$ cat src/verilog/mac_ctrl_pkg.sv
// Frame constants, widths, opcode and state enums for the MAC control sublayer
package mac_ctrl_pkg;

    localparam int WORD_W = 32;
    localparam int MCF_WORDS = 15;  // 60 bytes without FCS
    localparam int QUANTA_W = 16;

    localparam logic [47:0] MCF_DST = 48'h01_80_C2_00_00_01;
    localparam logic [15:0] MCF_ETH_TYPE = 16'h8808;

    typedef enum logic [15:0] {
        OPC_LFC = 16'h0001,
        OPC_PFC = 16'h0101  // Recognised only so it can be rejected
    } mcf_opcode_t;

    typedef enum logic [1:0] {
        MUX_IDLE,
        MUX_DATA,
        MUX_MCF
    } mux_state_t;

    typedef enum logic [1:0] {
        GEN_IDLE,
        GEN_XOFF_PEND,
        GEN_ON,
        GEN_XON_PEND
    } gen_state_t;

    // One pause quantum is 512 bit times
    function automatic int quanta_cycles(int data_w);
        return 512 / data_w;
    endfunction

endpackage

$ cat src/verilog/mcf_rx_parser.sv
// Receive control frame match, 4-cycle delay line with frame drop, and quanta capture
`timescale 1ns/1ps

module mcf_rx_parser (
    input  wire logic                              clk,
    input  wire logic                              rst_n,
    input  wire logic [mac_ctrl_pkg::WORD_W-1:0]   rx_data,
    input  wire logic                              rx_valid,
    input  wire logic                              rx_last,
    input  wire logic                              cfg_mcf_rx_forward,
    output wire logic [mac_ctrl_pkg::WORD_W-1:0]   m_rx_data,
    output wire logic                              m_rx_valid,
    output wire logic                              m_rx_last,
    output logic                                   rx_mcf_strobe,
    output logic [mac_ctrl_pkg::QUANTA_W-1:0]      rx_mcf_quanta,
    output wire logic                              stat_rx_mcf
);

    logic [2:0]                      pos;          // Word index, saturates at 5
    logic                            hdr_ok;       // Words 0 and 1 matched so far
    logic                            mcf_hit;      // Words 0 to 3 matched
    logic                            drop_frame;
    logic                            word3_match;
    logic                            frame_match;
    logic [mac_ctrl_pkg::WORD_W-1:0] dly_data [4];
    logic [3:0]                      dly_valid;
    logic [3:0]                      dly_last;

    assign word3_match = hdr_ok &&
        rx_data == {mac_ctrl_pkg::MCF_ETH_TYPE, mac_ctrl_pkg::OPC_LFC};

    // Needs at least 4 words, word 3 itself may be the last one
    assign frame_match = (pos == 3'd3) ? word3_match : (pos > 3'd3) && mcf_hit;

    always_ff @(posedge clk) begin
        if (!rst_n) begin
            pos           <= '0;
            hdr_ok        <= 1'b0;
            mcf_hit       <= 1'b0;
            drop_frame    <= 1'b0;
            rx_mcf_strobe <= 1'b0;
        end else begin
            rx_mcf_strobe <= rx_valid && rx_last && frame_match;
            if (rx_valid) begin
                case (pos)
                    3'd0: begin
                        hdr_ok  <= rx_data == mac_ctrl_pkg::MCF_DST[47:16];
                        mcf_hit <= 1'b0;
                    end
                    3'd1: hdr_ok <= hdr_ok && rx_data[31:16] == mac_ctrl_pkg::MCF_DST[15:0];
                    3'd3: mcf_hit <= word3_match;
                    default: ;
                endcase
                if (rx_last)
                    pos <= '0;
                else if (pos != 3'd5)
                    pos <= pos + 3'd1;
            end
            // Decision lands as word 0 reaches the output; a new frame wins over the clear
            if (rx_valid && pos == 3'd3 && word3_match && !cfg_mcf_rx_forward)
                drop_frame <= 1'b1;
            else if (dly_valid[3] && dly_last[3])
                drop_frame <= 1'b0;
        end
    end

    always_ff @(posedge clk) begin
        if (rx_valid && pos == 3'd4)
            rx_mcf_quanta <= rx_data[31:16];
    end

    always_ff @(posedge clk) begin
        if (!rst_n) begin
            dly_valid <= '0;
            dly_last  <= '0;
        end else begin
            dly_valid <= {dly_valid[2:0], rx_valid};
            dly_last  <= {dly_last[2:0], rx_valid && rx_last};
        end
    end

    always_ff @(posedge clk) begin
        dly_data[0] <= rx_data;
        for (int i = 1; i < 4; i++)
            dly_data[i] <= dly_data[i-1];
    end

    assign m_rx_data   = dly_data[3];
    assign m_rx_valid  = dly_valid[3] && !drop_frame;
    assign m_rx_last   = dly_last[3];
    assign stat_rx_mcf = rx_mcf_strobe;

    // Receive stream has no ready, so a frame arrives without gaps
    assert property (@(posedge clk) disable iff (!rst_n) pos != 3'd0 |-> rx_valid)
        else $error("rx_valid dropped inside a frame");

endmodule

$ cat src/verilog/lfc_rx_timer.sv
// Receive pause countdown scaled to clock cycles, drives rx_lfc_req
`timescale 1ns/1ps

module lfc_rx_timer #(
    parameter int DATA_W = 32
) (
    input  wire logic                              clk,
    input  wire logic                              rst_n,
    input  wire logic                              rx_mcf_strobe,
    input  wire logic [mac_ctrl_pkg::QUANTA_W-1:0] rx_mcf_quanta,
    input  wire logic                              cfg_rx_lfc_en,
    output wire logic                              rx_lfc_req
);

    localparam int QC    = mac_ctrl_pkg::quanta_cycles(DATA_W);
    localparam int CNT_W = mac_ctrl_pkg::QUANTA_W + $clog2(QC);

    logic [CNT_W-1:0] pause_cnt;  // Remaining paused cycles

    always_ff @(posedge clk) begin
        if (!rst_n) begin
            pause_cnt <= '0;
        end else if (rx_mcf_strobe && cfg_rx_lfc_en) begin
            // Reload on every frame, zero quanta ends the pause
            pause_cnt <= CNT_W'(rx_mcf_quanta) * CNT_W'(QC);
        end else if (pause_cnt != '0) begin
            pause_cnt <= pause_cnt - 1'b1;
        end
    end

    assign rx_lfc_req = pause_cnt != '0;

endmodule

$ cat src/verilog/lfc_tx_gen.sv
// Pause frame request FSM with XOFF on rising request, refresh timer and XON on release
`timescale 1ns/1ps

module lfc_tx_gen (
    input  wire logic                              clk,
    input  wire logic                              rst_n,
    input  wire logic                              tx_lfc_req,
    input  wire logic                              cfg_tx_lfc_en,
    input  wire logic [mac_ctrl_pkg::QUANTA_W-1:0] cfg_tx_lfc_quanta,
    input  wire logic [mac_ctrl_pkg::QUANTA_W-1:0] cfg_tx_lfc_refresh,
    input  wire logic                              gen_mcf_ready,
    output wire logic                              gen_mcf_valid,
    output wire logic [mac_ctrl_pkg::QUANTA_W-1:0] gen_mcf_quanta,
    output wire logic                              stat_tx_lfc_xon,
    output wire logic                              stat_tx_lfc_xoff
);

    localparam int QC    = mac_ctrl_pkg::quanta_cycles(mac_ctrl_pkg::WORD_W);
    localparam int CNT_W = mac_ctrl_pkg::QUANTA_W + $clog2(QC);

    mac_ctrl_pkg::gen_state_t        state;
    logic                            req_d;
    logic [CNT_W-1:0]                refresh_cnt;
    logic [mac_ctrl_pkg::QUANTA_W-1:0] quanta_q;
    logic                            req_rise;

    assign req_rise      = tx_lfc_req && !req_d;
    assign gen_mcf_valid = state == mac_ctrl_pkg::GEN_XOFF_PEND ||
                           state == mac_ctrl_pkg::GEN_XON_PEND;
    assign gen_mcf_quanta = quanta_q;

    assign stat_tx_lfc_xoff = state == mac_ctrl_pkg::GEN_XOFF_PEND && gen_mcf_ready;
    assign stat_tx_lfc_xon  = state == mac_ctrl_pkg::GEN_XON_PEND && gen_mcf_ready;

    always_ff @(posedge clk) begin
        if (!rst_n) begin
            state       <= mac_ctrl_pkg::GEN_IDLE;
            req_d       <= 1'b0;
            refresh_cnt <= '0;
        end else begin
            req_d <= tx_lfc_req;
            case (state)
                mac_ctrl_pkg::GEN_IDLE:
                    if (req_rise && cfg_tx_lfc_en)
                        state <= mac_ctrl_pkg::GEN_XOFF_PEND;
                mac_ctrl_pkg::GEN_XOFF_PEND:
                    if (gen_mcf_ready) begin
                        state       <= mac_ctrl_pkg::GEN_ON;
                        refresh_cnt <= CNT_W'(cfg_tx_lfc_refresh) * CNT_W'(QC);
                    end
                mac_ctrl_pkg::GEN_ON:
                    if (!tx_lfc_req)
                        state <= mac_ctrl_pkg::GEN_XON_PEND;
                    else if (refresh_cnt <= CNT_W'(2))  // Next XOFF valid N cycles on
                        state <= mac_ctrl_pkg::GEN_XOFF_PEND;
                    else
                        refresh_cnt <= refresh_cnt - 1'b1;
                mac_ctrl_pkg::GEN_XON_PEND:
                    // A request raised while XON waited is not lost
                    if (gen_mcf_ready)
                        state <= (tx_lfc_req && cfg_tx_lfc_en) ? mac_ctrl_pkg::GEN_XOFF_PEND
                                                               : mac_ctrl_pkg::GEN_IDLE;
                default: state <= mac_ctrl_pkg::GEN_IDLE;
            endcase
        end
    end

    // Quanta follows config until a request is pending
    always_ff @(posedge clk) begin
        if (!gen_mcf_valid || gen_mcf_ready)
            quanta_q <= (state == mac_ctrl_pkg::GEN_ON && !tx_lfc_req) ? '0 : cfg_tx_lfc_quanta;
    end

    assert property (@(posedge clk) disable iff (!rst_n)
        gen_mcf_valid && !gen_mcf_ready |=> gen_mcf_valid && $stable(gen_mcf_quanta))
        else $error("pause request changed before acceptance");

endmodule

$ cat src/verilog/mcf_tx_mux.sv
// Transmit merge of pause frames into the user stream, with receive pause hold
`timescale 1ns/1ps

module mcf_tx_mux #(
    parameter logic [47:0] LOCAL_MAC = 48'h02_00_00_00_00_01
) (
    input  wire logic                              clk,
    input  wire logic                              rst_n,
    input  wire logic [mac_ctrl_pkg::WORD_W-1:0]   s_tx_data,
    input  wire logic                              s_tx_valid,
    input  wire logic                              s_tx_last,
    output wire logic                              s_tx_ready,
    output wire logic [mac_ctrl_pkg::WORD_W-1:0]   m_tx_data,
    output wire logic                              m_tx_valid,
    output wire logic                              m_tx_last,
    input  wire logic                              m_tx_ready,
    input  wire logic                              gen_mcf_valid,
    output wire logic                              gen_mcf_ready,
    input  wire logic [mac_ctrl_pkg::QUANTA_W-1:0] gen_mcf_quanta,
    input  wire logic                              rx_lfc_req,
    input  wire logic                              lfc_pause_en,
    output wire logic                              tx_pause_ack,
    output wire logic                              stat_tx_mcf
);

    mac_ctrl_pkg::mux_state_t          state;
    logic [3:0]                        word_cnt;
    logic [mac_ctrl_pkg::QUANTA_W-1:0] quanta_q;
    logic [mac_ctrl_pkg::WORD_W-1:0]   mcf_word;
    logic                              pause;
    logic                              data_sel;

    assign pause    = rx_lfc_req && lfc_pause_en;
    // Pending control frame wins, pause only blocks the start of a data frame
    assign data_sel = state == mac_ctrl_pkg::MUX_DATA ||
                      (state == mac_ctrl_pkg::MUX_IDLE && !gen_mcf_valid && !pause);

    assign gen_mcf_ready = state == mac_ctrl_pkg::MUX_IDLE;
    assign tx_pause_ack  = state == mac_ctrl_pkg::MUX_IDLE && pause;

    always_comb begin
        case (word_cnt)
            4'd0:    mcf_word = mac_ctrl_pkg::MCF_DST[47:16];
            4'd1:    mcf_word = {mac_ctrl_pkg::MCF_DST[15:0], LOCAL_MAC[47:32]};
            4'd2:    mcf_word = LOCAL_MAC[31:0];
            4'd3:    mcf_word = {mac_ctrl_pkg::MCF_ETH_TYPE, mac_ctrl_pkg::OPC_LFC};
            4'd4:    mcf_word = {quanta_q, 16'h0000};
            default: mcf_word = '0;  // Padding up to 60 bytes
        endcase
    end

    assign m_tx_valid = data_sel ? s_tx_valid : state == mac_ctrl_pkg::MUX_MCF;
    assign m_tx_data  = data_sel ? s_tx_data : mcf_word;
    assign m_tx_last  = data_sel ? s_tx_last : word_cnt == 4'(mac_ctrl_pkg::MCF_WORDS - 1);
    assign s_tx_ready = data_sel && s_tx_valid && m_tx_ready;
    assign stat_tx_mcf = state == mac_ctrl_pkg::MUX_MCF && m_tx_ready && m_tx_last;

    always_ff @(posedge clk) begin
        if (!rst_n) begin
            state    <= mac_ctrl_pkg::MUX_IDLE;
            word_cnt <= '0;
        end else begin
            case (state)
                mac_ctrl_pkg::MUX_IDLE:
                    if (gen_mcf_valid) begin
                        state    <= mac_ctrl_pkg::MUX_MCF;
                        word_cnt <= '0;
                    end else if (data_sel && s_tx_valid && !(m_tx_ready && s_tx_last)) begin
                        state <= mac_ctrl_pkg::MUX_DATA;  // Committed once a beat is shown
                    end
                mac_ctrl_pkg::MUX_DATA:
                    if (s_tx_valid && m_tx_ready && s_tx_last)
                        state <= mac_ctrl_pkg::MUX_IDLE;
                mac_ctrl_pkg::MUX_MCF:
                    if (m_tx_ready) begin
                        word_cnt <= word_cnt + 4'd1;
                        if (m_tx_last)
                            state <= mac_ctrl_pkg::MUX_IDLE;
                    end
                default: state <= mac_ctrl_pkg::MUX_IDLE;
            endcase
        end
    end

    always_ff @(posedge clk) begin
        if (gen_mcf_valid && gen_mcf_ready)
            quanta_q <= gen_mcf_quanta;
    end

    // Holds across data and control frames alike
    assert property (@(posedge clk) disable iff (!rst_n)
        m_tx_valid && !m_tx_ready |=> m_tx_valid && $stable(m_tx_data))
        else $error("m_tx beat withdrawn before transfer");

endmodule

$ cat src/verilog/mac_ctrl_top.sv
// MAC control top level with receive parser, pause timer, pause generator and transmit mux
`timescale 1ns/1ps

module mac_ctrl_top #(
    parameter int          DATA_W    = 32,
    parameter logic [47:0] LOCAL_MAC = 48'h02_00_00_00_00_01
) (
    input  wire logic                                clk,
    input  wire logic                                rst_n,

    input  wire logic [mac_ctrl_pkg::WORD_W-1:0]     s_tx_data,
    input  wire logic                                s_tx_valid,
    input  wire logic                                s_tx_last,
    output wire logic                                s_tx_ready,

    output wire logic [mac_ctrl_pkg::WORD_W-1:0]     m_tx_data,
    output wire logic                                m_tx_valid,
    output wire logic                                m_tx_last,
    input  wire logic                                m_tx_ready,

    input  wire logic [mac_ctrl_pkg::WORD_W-1:0]     rx_data,
    input  wire logic                                rx_valid,
    input  wire logic                                rx_last,

    output wire logic [mac_ctrl_pkg::WORD_W-1:0]     m_rx_data,
    output wire logic                                m_rx_valid,
    output wire logic                                m_rx_last,

    input  wire logic                                tx_lfc_req,
    input  wire logic                                lfc_pause_en,
    input  wire logic                                cfg_tx_lfc_en,
    input  wire logic [mac_ctrl_pkg::QUANTA_W-1:0]   cfg_tx_lfc_quanta,
    input  wire logic [mac_ctrl_pkg::QUANTA_W-1:0]   cfg_tx_lfc_refresh,
    input  wire logic                                cfg_rx_lfc_en,
    input  wire logic                                cfg_mcf_rx_forward,

    output wire logic                                rx_lfc_req,
    output wire logic                                tx_pause_ack,
    output wire logic                                stat_tx_mcf,
    output wire logic                                stat_tx_lfc_xon,
    output wire logic                                stat_tx_lfc_xoff,
    output wire logic                                stat_rx_mcf
);

    wire logic                              gen_mcf_valid;
    wire logic                              gen_mcf_ready;
    wire logic [mac_ctrl_pkg::QUANTA_W-1:0] gen_mcf_quanta;
    wire logic                              rx_mcf_strobe;
    wire logic [mac_ctrl_pkg::QUANTA_W-1:0] rx_mcf_quanta;

    mcf_rx_parser i_mcf_rx_parser (
        .clk                (clk),
        .rst_n              (rst_n),
        .rx_data            (rx_data),
        .rx_valid           (rx_valid),
        .rx_last            (rx_last),
        .cfg_mcf_rx_forward (cfg_mcf_rx_forward),
        .m_rx_data          (m_rx_data),
        .m_rx_valid         (m_rx_valid),
        .m_rx_last          (m_rx_last),
        .rx_mcf_strobe      (rx_mcf_strobe),
        .rx_mcf_quanta      (rx_mcf_quanta),
        .stat_rx_mcf        (stat_rx_mcf)
    );

    // Received pause time, fed back into the transmit hold
    lfc_rx_timer #(
        .DATA_W (DATA_W)
    ) i_lfc_rx_timer (
        .clk           (clk),
        .rst_n         (rst_n),
        .rx_mcf_strobe (rx_mcf_strobe),
        .rx_mcf_quanta (rx_mcf_quanta),
        .cfg_rx_lfc_en (cfg_rx_lfc_en),
        .rx_lfc_req    (rx_lfc_req)
    );

    lfc_tx_gen i_lfc_tx_gen (
        .clk                (clk),
        .rst_n              (rst_n),
        .tx_lfc_req         (tx_lfc_req),
        .cfg_tx_lfc_en      (cfg_tx_lfc_en),
        .cfg_tx_lfc_quanta  (cfg_tx_lfc_quanta),
        .cfg_tx_lfc_refresh (cfg_tx_lfc_refresh),
        .gen_mcf_ready      (gen_mcf_ready),
        .gen_mcf_valid      (gen_mcf_valid),
        .gen_mcf_quanta     (gen_mcf_quanta),
        .stat_tx_lfc_xon    (stat_tx_lfc_xon),
        .stat_tx_lfc_xoff   (stat_tx_lfc_xoff)
    );

    mcf_tx_mux #(
        .LOCAL_MAC (LOCAL_MAC)
    ) i_mcf_tx_mux (
        .clk            (clk),
        .rst_n          (rst_n),
        .s_tx_data      (s_tx_data),
        .s_tx_valid     (s_tx_valid),
        .s_tx_last      (s_tx_last),
        .s_tx_ready     (s_tx_ready),
        .m_tx_data      (m_tx_data),
        .m_tx_valid     (m_tx_valid),
        .m_tx_last      (m_tx_last),
        .m_tx_ready     (m_tx_ready),
        .gen_mcf_valid  (gen_mcf_valid),
        .gen_mcf_ready  (gen_mcf_ready),
        .gen_mcf_quanta (gen_mcf_quanta),
        .rx_lfc_req     (rx_lfc_req),
        .lfc_pause_en   (lfc_pause_en),
        .tx_pause_ack   (tx_pause_ack),
        .stat_tx_mcf    (stat_tx_mcf)
    );

endmodule

$ cat config.mk
export PLATFORM = sky130hd
export DESIGN_NAME = mac_ctrl_top
export DESIGN_NICKNAME = d
export VERILOG_FILES = /design/src/verilog/mac_ctrl_pkg.sv /design/src/verilog/mcf_rx_parser.sv /design/src/verilog/lfc_rx_timer.sv /design/src/verilog/lfc_tx_gen.sv /design/src/verilog/mcf_tx_mux.sv /design/src/verilog/mac_ctrl_top.sv
export SDC_FILE = /design/constraint.sdc
export NUM_CORES = 1
export LEC_CHECK = 0
export ABC_AREA = 1
export BUFFER_PORTS_ARGS = -buffer_cell sky130_fd_sc_hd__buf_2
export CORE_ASPECT_RATIO = 0.9
export CORE_UTILIZATION = 35
export CTS_CLUSTER_DIAMETER = 80
export CTS_CLUSTER_SIZE = 8
export DETAILED_ROUTE_END_ITERATION = 6
export GPL_ROUTABILITY_DRIVEN = 0
export HOLD_SLACK_MARGIN = 0.1
export PLACE_DENSITY = 0.66
export SETUP_SLACK_MARGIN = 0.05
export SKIP_LAST_GASP = 1
export SYNTH_ARGS = -nofsm -noshare
export SYNTH_HDL_FRONTEND = slang
export SYNTH_SLANG_ARGS = --single-unit
$ cat constraint.sdc
create_clock -name clk -period 6.3 [get_ports clk]
set_clock_uncertainty 0.05 [all_clocks]
set_input_delay 0 -clock clk [delete_from_list [all_inputs] [get_ports clk]]
set_output_delay 0 -clock clk [all_outputs]
set_load 0.02 [all_outputs]
==> results.sh, run 1 <==
export IMPL_yosys_top_cells_area="dfxtp_1 46%, edfxtp_1 17%, nand2_1 7.4%"
export IMPL_core_area_um2=23410
export IMPL_clk_path_buf_depth=3
export IMPL_grt_pass1_vias=6500
export IMPL_drc=0
export IMPL_internal_power_w=0.003629
export IMPL_fin_cells=1469
export IMPL_power_net_switching_w=0.002159
export IMPL_final_core_util_pct=48.90
export IMPL_rsz0062_at_grt="false"
export IMPL_synth_distinct_cells=49
export IMPL_p_leak_nw=5.171
export IMPL_cts_sinks=240
export IMPL_drt_iter0_drc=288
export IMPL_totalWireLength_um=19420
export IMPL_post_cts_resized=0
export IMPL_dr_pass1_iters=4
export IMPL_synth_area_um2=8357
export IMPL_critPathMaxStageDelay_ns=0.57
export IMPL_finalSetupViolCount=0
export IMPL_sequentialPowerShare_pct=34.1
export IMPL_min_period_ns=3.082
export IMPL_cellPowerDensity_nw_per_um2=505.7
export IMPL_pwr_share_comb_pct=37.1
export IMPL_path_cells="inv_1 > ha_1 > nand2_4 > nor2_8 > nand3_4 > nand2_4 > nand2_4 > nand2_8 > o211ai_2 > dlygate4sd3_1 > nand2_1 > nand2_1 > dlygate4sd3_1 > nand2_1 > a21oi_2"
export IMPL_synthesis_area_per_instance_um2=9.728
export IMPL_cp_data_arrival_time_ns=3.41
export IMPL_detail_route_antenna_nets=0
export IMPL_fp_dieW_um=164.9
export IMPL_portBuffers=182
export IMPL_clkTransAtPathRegs_ns=0.05
export IMPL_drv_slew=0
export IMPL_switching_share_pct=37.30
export IMPL_required_ns=6.63
export IMPL_synth_warnings=0
export IMPL_power_w=0.005788
export IMPL_grt_max_degree=35
export IMPL_syn_nets=978
export IMPL_crit_type="register to register"
export IMPL_worst_pin_slew_ns=1.232
export IMPL_dpl_instance_area_um2=9573
export IMPL_final_hold_viol_count=0
export IMPL_tritoncts="yes"
export IMPL_max_freq_mhz=324.4
export IMPL_start_util_pct=35.70
export IMPL_avgRoutedWirePerCell_um=13.22
export IMPL_syn_to_final_growth_pct=36.97
export IMPL_grt_pass1_wl_um=31350
export IMPL_end_kind="register"
export IMPL_yosysSeqAreaShare_pct=63.24
export IMPL_outcome="finished clean"
export IMPL_dp_hpwl_um=12680
export IMPL_yosysTopAreaCell="dfxtp_1"
export IMPL_clockPowerShare_pct=28.8
export IMPL_insertedDiodeCount=0
export IMPL_vias=6593
export IMPL_drive_gt1_share_pct=22.54
export IMPL_gr_total_overflow=0
export IMPL_ir_drop_uv=247.5
export IMPL_start_kind="register"
export IMPL_hp_class="input port to register"
export IMPL_core_rowCount=53
export IMPL_cts_max_level=2
export IMPL_crit_fanout=34
export IMPL_numCtsBuffers=35
export IMPL_dieArea_um2=24500
export IMPL_fp_dieH_um=148.6
export IMPL_clkLatencyLatePin_ns=0.50
export IMPL_nNetsFinal=1270
export IMPL_finalSetupTns_ns=0
export IMPL_stdcell_area_um2=11450
export IMPL_critPathSlowestCell="dlygate4sd3_1"
export IMPL_track_usage_pct=16.08
export IMPL_post_route_period_util_pct=48.93
export IMPL_synth_top_area_share_pct=45.99
export IMPL_vias_per_cell=4.488
export IMPL_dp_cells=1327
export IMPL_synth_seq_cells=240
export IMPL_postSynthCellCount=859
export IMPL_ioPinCount=183
export IMPL_antenna_found_initial=0
export IMPL_max_slew_margin_rel_pct=17.43
export IMPL_drv_cap=0
export IMPL_cts_root_buf="clkbuf_16"
-- cell usage in the layout (no fill, tap or decap), drive strengths merged --
cell         synthesis  layout
a211oi               7       7
a21boi               1       1
a21oi               53      53
a22oi                3       3
a31oi                9       9
and3                 2       2
buf                 10     185
clkbuf               9      51
clkinv               1       2
dfxtp              192     192
dlygate4sd3          0      89
edfxtp              48      48
ha                  11      11
inv                 92      93
nand2              171     171
nand3               24      24
nand3b               3       3
nand4                7       7
nor2               112     112
nor3                19      19
nor4                 6       6
o211ai               8       8
o21ai               40      40
o221ai               1       1
o22ai                2       2
or2                  5       5
or3b                 1       1
xnor2                9       9
xor2                13      13
-- registers in the layout, indices dropped and copies added (netlist names), 2 cells and up --
register,cells
i_mcf_rx_parser.dly_valid,4
i_lfc_tx_gen.refresh_cnt,20
i_lfc_rx_timer.pause_cnt,20
i_mcf_rx_parser.rx_mcf_quanta,16
i_mcf_rx_parser.dly_data,128
i_mcf_rx_parser.dly_last,4
i_lfc_tx_gen.state,2
i_lfc_tx_gen.gen_mcf_quanta,16
i_mcf_rx_parser.pos,3
i_mcf_tx_mux.quanta_q,16
i_mcf_tx_mux.state,2
i_mcf_tx_mux.word_cnt,4
-- Yosys cell counts, drive strengths merged --
cell type    n
o211ai       8
a22oi        3
xnor2        9
edfxtp      48
ha          11
nor3        19
nor2       112
xor2        13
clkinv       1
a31oi        9
and3         2
o21ai       40
clkbuf       9
nand3       24
o22ai        2
or2          5
nand3b       3
inv         92
or3b         1
buf         10
nand2      171
dfxtp      192
o221ai       1
a211oi       7
nor4         6
a21oi       53
a21boi       1
nand4        7
-- power groups by stage --
stage / combinational (W) / clock, W / sequential (W)
after detailed placement: 0.00206 / 0 / 0.00200
final: 0.00215 / 0.00167 / 0.00197
after CTS: 0.00215 / 0.00171 / 0.00197
after global routing: 0.00240 / 0.00179 / 0.00201
after floorplan: 0.00160 / 0 / 0.00198
after global placement: 0.00203 / 0 / 0.00199
-- metrics by stage --
step / hold WS, ns / worst slack [ns]
after floorplan: -0.02228 / 4.095
after global placement: 0.06716 / 3.954
after detailed placement: 0.06619 / 3.893
after CTS: 0.1009 / 3.228
after global routing: 0.1223 / 3.019
final: 0.1149 / 3.218
-- what timing repair did --
action | CTS | global route
hold buffers | 89 | 0
hold endpoints to repair | 128 | 0
buffers inserted | 0 | 0
endpoints found under the setup margin | 0 | 0
-- kinds of logic after synthesis --
| logic type | share of synthesized area, % |
|---|---|
| simple gates | 18.61 |
| buf+inv | 5.375 |
| compound gates | 8.819 |
| fa+ha+maj | 1.647 |
| xor+xnor | 2.306 |
| flops | 63.24 |
-- layout make-up --
cell class | instances | area (um^2)
Timing Repair Buffer | 274 | 1824
Clock buffer | 51 | 957.2
Fill cell | 2093 | 11960
Tap cell | 302 | 377.9
Clock inverter | 2 | 25.02
Inverter | 93 | 349.1
Sequential cell | 240 | 5285
Multi-Input combinational cell | 507 | 2628
-- worst max-delay path, delay by kind of cell (launching register included) --
kind	cells	cell delay, ns
buf+inv	3	1.20
simple gates	9	0.99
flops	1	0.30
fa+ha+maj	1	0.26
compound gates	2	0.16
-- worst paths after layout --
kind	to	slack, ns	startpoint	depth (start not counted)
max reg2reg	i_mcf_tx_mux.state[1]	3.22	i_lfc_rx_timer.pause_cnt[0]	15
min	i_mcf_rx_parser.dly_data[0][8]	0.11	rx_data[8]	2
min reg2reg	i_mcf_rx_parser.dly_data[1][21]	0.26	i_mcf_rx_parser.dly_data[0][21]	0
max	i_mcf_tx_mux.state[1]	3.22	i_lfc_rx_timer.pause_cnt[0]	15
-- layer usage --
layer  vias up  GRT usage, %  wire (um)
li1       3377             -          -
met1      3054         20.72       8839
met2       125         26.32       9353
met3        37         3.542        837
met4         0         5.917        387
met5         -             0          0
No activity file was read; power rests on OpenSTA's default activity.
==> run 2: changes to the inputs <==
==> constraint.sdc (replaced) <==
create_clock -name clk -period 2.89 [get_ports clk]
set_clock_uncertainty 0.05 [all_clocks]
set_input_delay 0 -clock clk [delete_from_list [all_inputs] [get_ports clk]]
set_output_delay 0 -clock clk [all_outputs]
set_load 0.02 [all_outputs]
==> results.sh, run 2 (same netlist as run 1, synthesis figures left out) <==
export IMPL_nNetsFinal=1276
export IMPL_end_kind="output pin"
export IMPL_grt_max_degree=35
export IMPL_hp_class="input port to register"
export IMPL_cts_root_buf="clkbuf_16"
export IMPL_cts_sinks=240
export IMPL_crit_fanout=34
export IMPL_tritoncts="yes"
export IMPL_rsz0062_at_grt="false"
export IMPL_finalSetupTns_ns=0
export IMPL_final_common_cell="dfxtp_1"
export IMPL_hp_start="rx_data[8]"
export IMPL_met3_length_um=797
export IMPL_grt_pass1_vias=6532
export IMPL_dieArea_um2=24500
export IMPL_met2_length_um=9757
export IMPL_cp_data_arrival_time_ns=2.49
export IMPL_crit_start="i_lfc_rx_timer.pause_cnt[1]"
export IMPL_max_freq_mhz=394.4
export IMPL_clkLatencyLatePin_ns=0.50
export IMPL_reg_top3="i_mcf_rx_parser.dly_data x128, i_lfc_rx_timer.pause_cnt x20, i_lfc_tx_gen.refresh_cnt x20"
export IMPL_clkTransAtPathRegs_ns=0.05
export IMPL_gr_total_overflow=0
export IMPL_regToRegStartpoint="i_mcf_rx_parser.pos[0]"
export IMPL_dp_hpwl_um=12770
export IMPL_min_period_ns=2.536
export IMPL_most_common_layout_cells="192 x dfxtp_1, 182 x buf_2, 164 x nand2_1"
export IMPL_dr_pass1_iters=5
export IMPL_fp_dieH_um=148.6
export IMPL_drv_slew=0
export IMPL_post_route_period_util_pct=87.74
export IMPL_critPathSlowestCell="dfxtp_1"
export IMPL_antenna_found_initial=1
export IMPL_max_slew_margin_rel_pct=47.50
export IMPL_ir_drop_uv=585.1
export IMPL_met1_length_um=8474
export IMPL_worst_pin_slew_ns=0.7856
export IMPL_track_usage_pct=16.14
export IMPL_syn_to_final_growth_pct=37.76
export IMPL_p_leak_nw=5.205
export IMPL_final_hold_viol_count=0
export IMPL_drt_iter0_drc=328
export IMPL_required_ns=2.84
export IMPL_vias_per_cell=4.509
export IMPL_largest_reg_flops=128
export IMPL_crit_type="register to output pin"
export IMPL_portBuffers=182
export IMPL_avgRoutedWirePerCell_um=13.28
export IMPL_drive_gt1_share_pct=22.82
export IMPL_grt_pass1_wl_um=31170
export IMPL_cts_max_level=2
export IMPL_maxUsedRoutingLayer="met4"
export IMPL_core_rowCount=53
export IMPL_final_core_util_pct=49.18
export IMPL_finalSetupViolCount=0
export IMPL_drv_cap=0
export IMPL_drc=0
export IMPL_outcome="finished clean"
export IMPL_clk_path_buf_depth=3
export IMPL_start_kind="register"
export IMPL_start_util_pct=35.70
export IMPL_totalWireLength_um=19570
export IMPL_vias=6642
export IMPL_path_cells="inv_1 > ha_1 > nand2_4 > nor2_8 > nand3_4 > nand2_4 > nand2_4 > nand2_8 > inv_2 > nand2_1 > o211ai_1 > buf_2"
export IMPL_crit_top_cell="nand2_4"
export IMPL_detail_route_antenna_nets=0
export IMPL_fp_dieW_um=164.9
export IMPL_regMostFlops="i_mcf_rx_parser.dly_data"
export IMPL_ioPinCount=183
export IMPL_numCtsBuffers=35
export IMPL_core_area_um2=23410
export IMPL_critPathMaxStageDelay_ns=0.35
export IMPL_cellPowerDensity_nw_per_um2=1095
## run 2: per-layer routing
layer | GRT usage, % | vias to the layer above
met5 | 0 | -
met4 | 6.651 | 0
met3 | 3.207 | 39
met2 | 27.56 | 143
met1 | 19.78 | 3066
li1 | - | 3394
## run 2: power by group
| part | total [W] | switching [W] | leakage, nW | internal, W |
|---|---|---|---|---|
| clock | 0.00367 | 0.00140 | 0.479 | 0.00227 |
| sequential | 0.00431 | 0.000321 | 2.07 | 0.00399 |
| combinational | 0.00463 | 0.00297 | 2.66 | 0.00166 |
| total | 0.0126 | 0.00468 | 5.21 | 0.00792 |
## run 2: worst paths after layout
path	to	slack, ns	cells after the start
min reg2reg	i_mcf_rx_parser.dly_data[1][8]	0.27	0
min	i_mcf_rx_parser.dly_data[0][8]	0.12	2
max reg2reg	i_mcf_rx_parser.drop_frame	0.38	9
max	m_tx_data[9]	0.35	12
## run 2: cell type report
type | instances | area, um^2
Antenna cell | 1 | 2.502
Clock buffer | 48 | 945.9
Tap cell | 302 | 377.9
Timing Repair Buffer | 280 | 1874
Inverter | 93 | 349.1
Clock inverter | 2 | 50.05
Sequential cell | 240 | 5285
Fill cell | 2093 | 11900
Multi-Input combinational cell | 507 | 2628
## run 2: through the flow
stage | hold WS, ns | power [W] | cell area [um^2] | std cells | worst slack, ns
2_1_floorplan | -0.02228 | 0.007796 | 8357 | 859 | 0.6850
3_3_place_gp | 0.06737 | 0.008756 | 9603 | 1331 | 0.9215
3_5_place_dp | 0.06674 | 0.008828 | 9603 | 1331 | 0.8672
4_1_cts | 0.1041 | 0.01269 | 11510 | 1472 | 0.3291
5_1_grt | 0.1099 | 0.01348 | 11510 | 1473 | 0.1337
6_report | 0.1220 | 0.01260 | 11510 | 1473 | 0.3543
## run 2: repair_timing
| action | 4_1_cts | 5_1_grt |
|---|---|---|
| hold endpoints to repair | 128 | 0 |
| buffers inserted | 0 | 0 |
| setup endpoints to repair | 0 | 0 |
| hold buffers | 91 | 0 |
| resized for setup | 0 | 0 |
## run 2: critical path: cells and delay by family (launching register included)
family,cells,cell delay (ns)
DFF,1,0.35
adders and majority gates,1,0.24
AOI/OAI and AO/OA,1,0.11
and+or+nand+nor,7,0.75
buffers and inverters,3,0.53
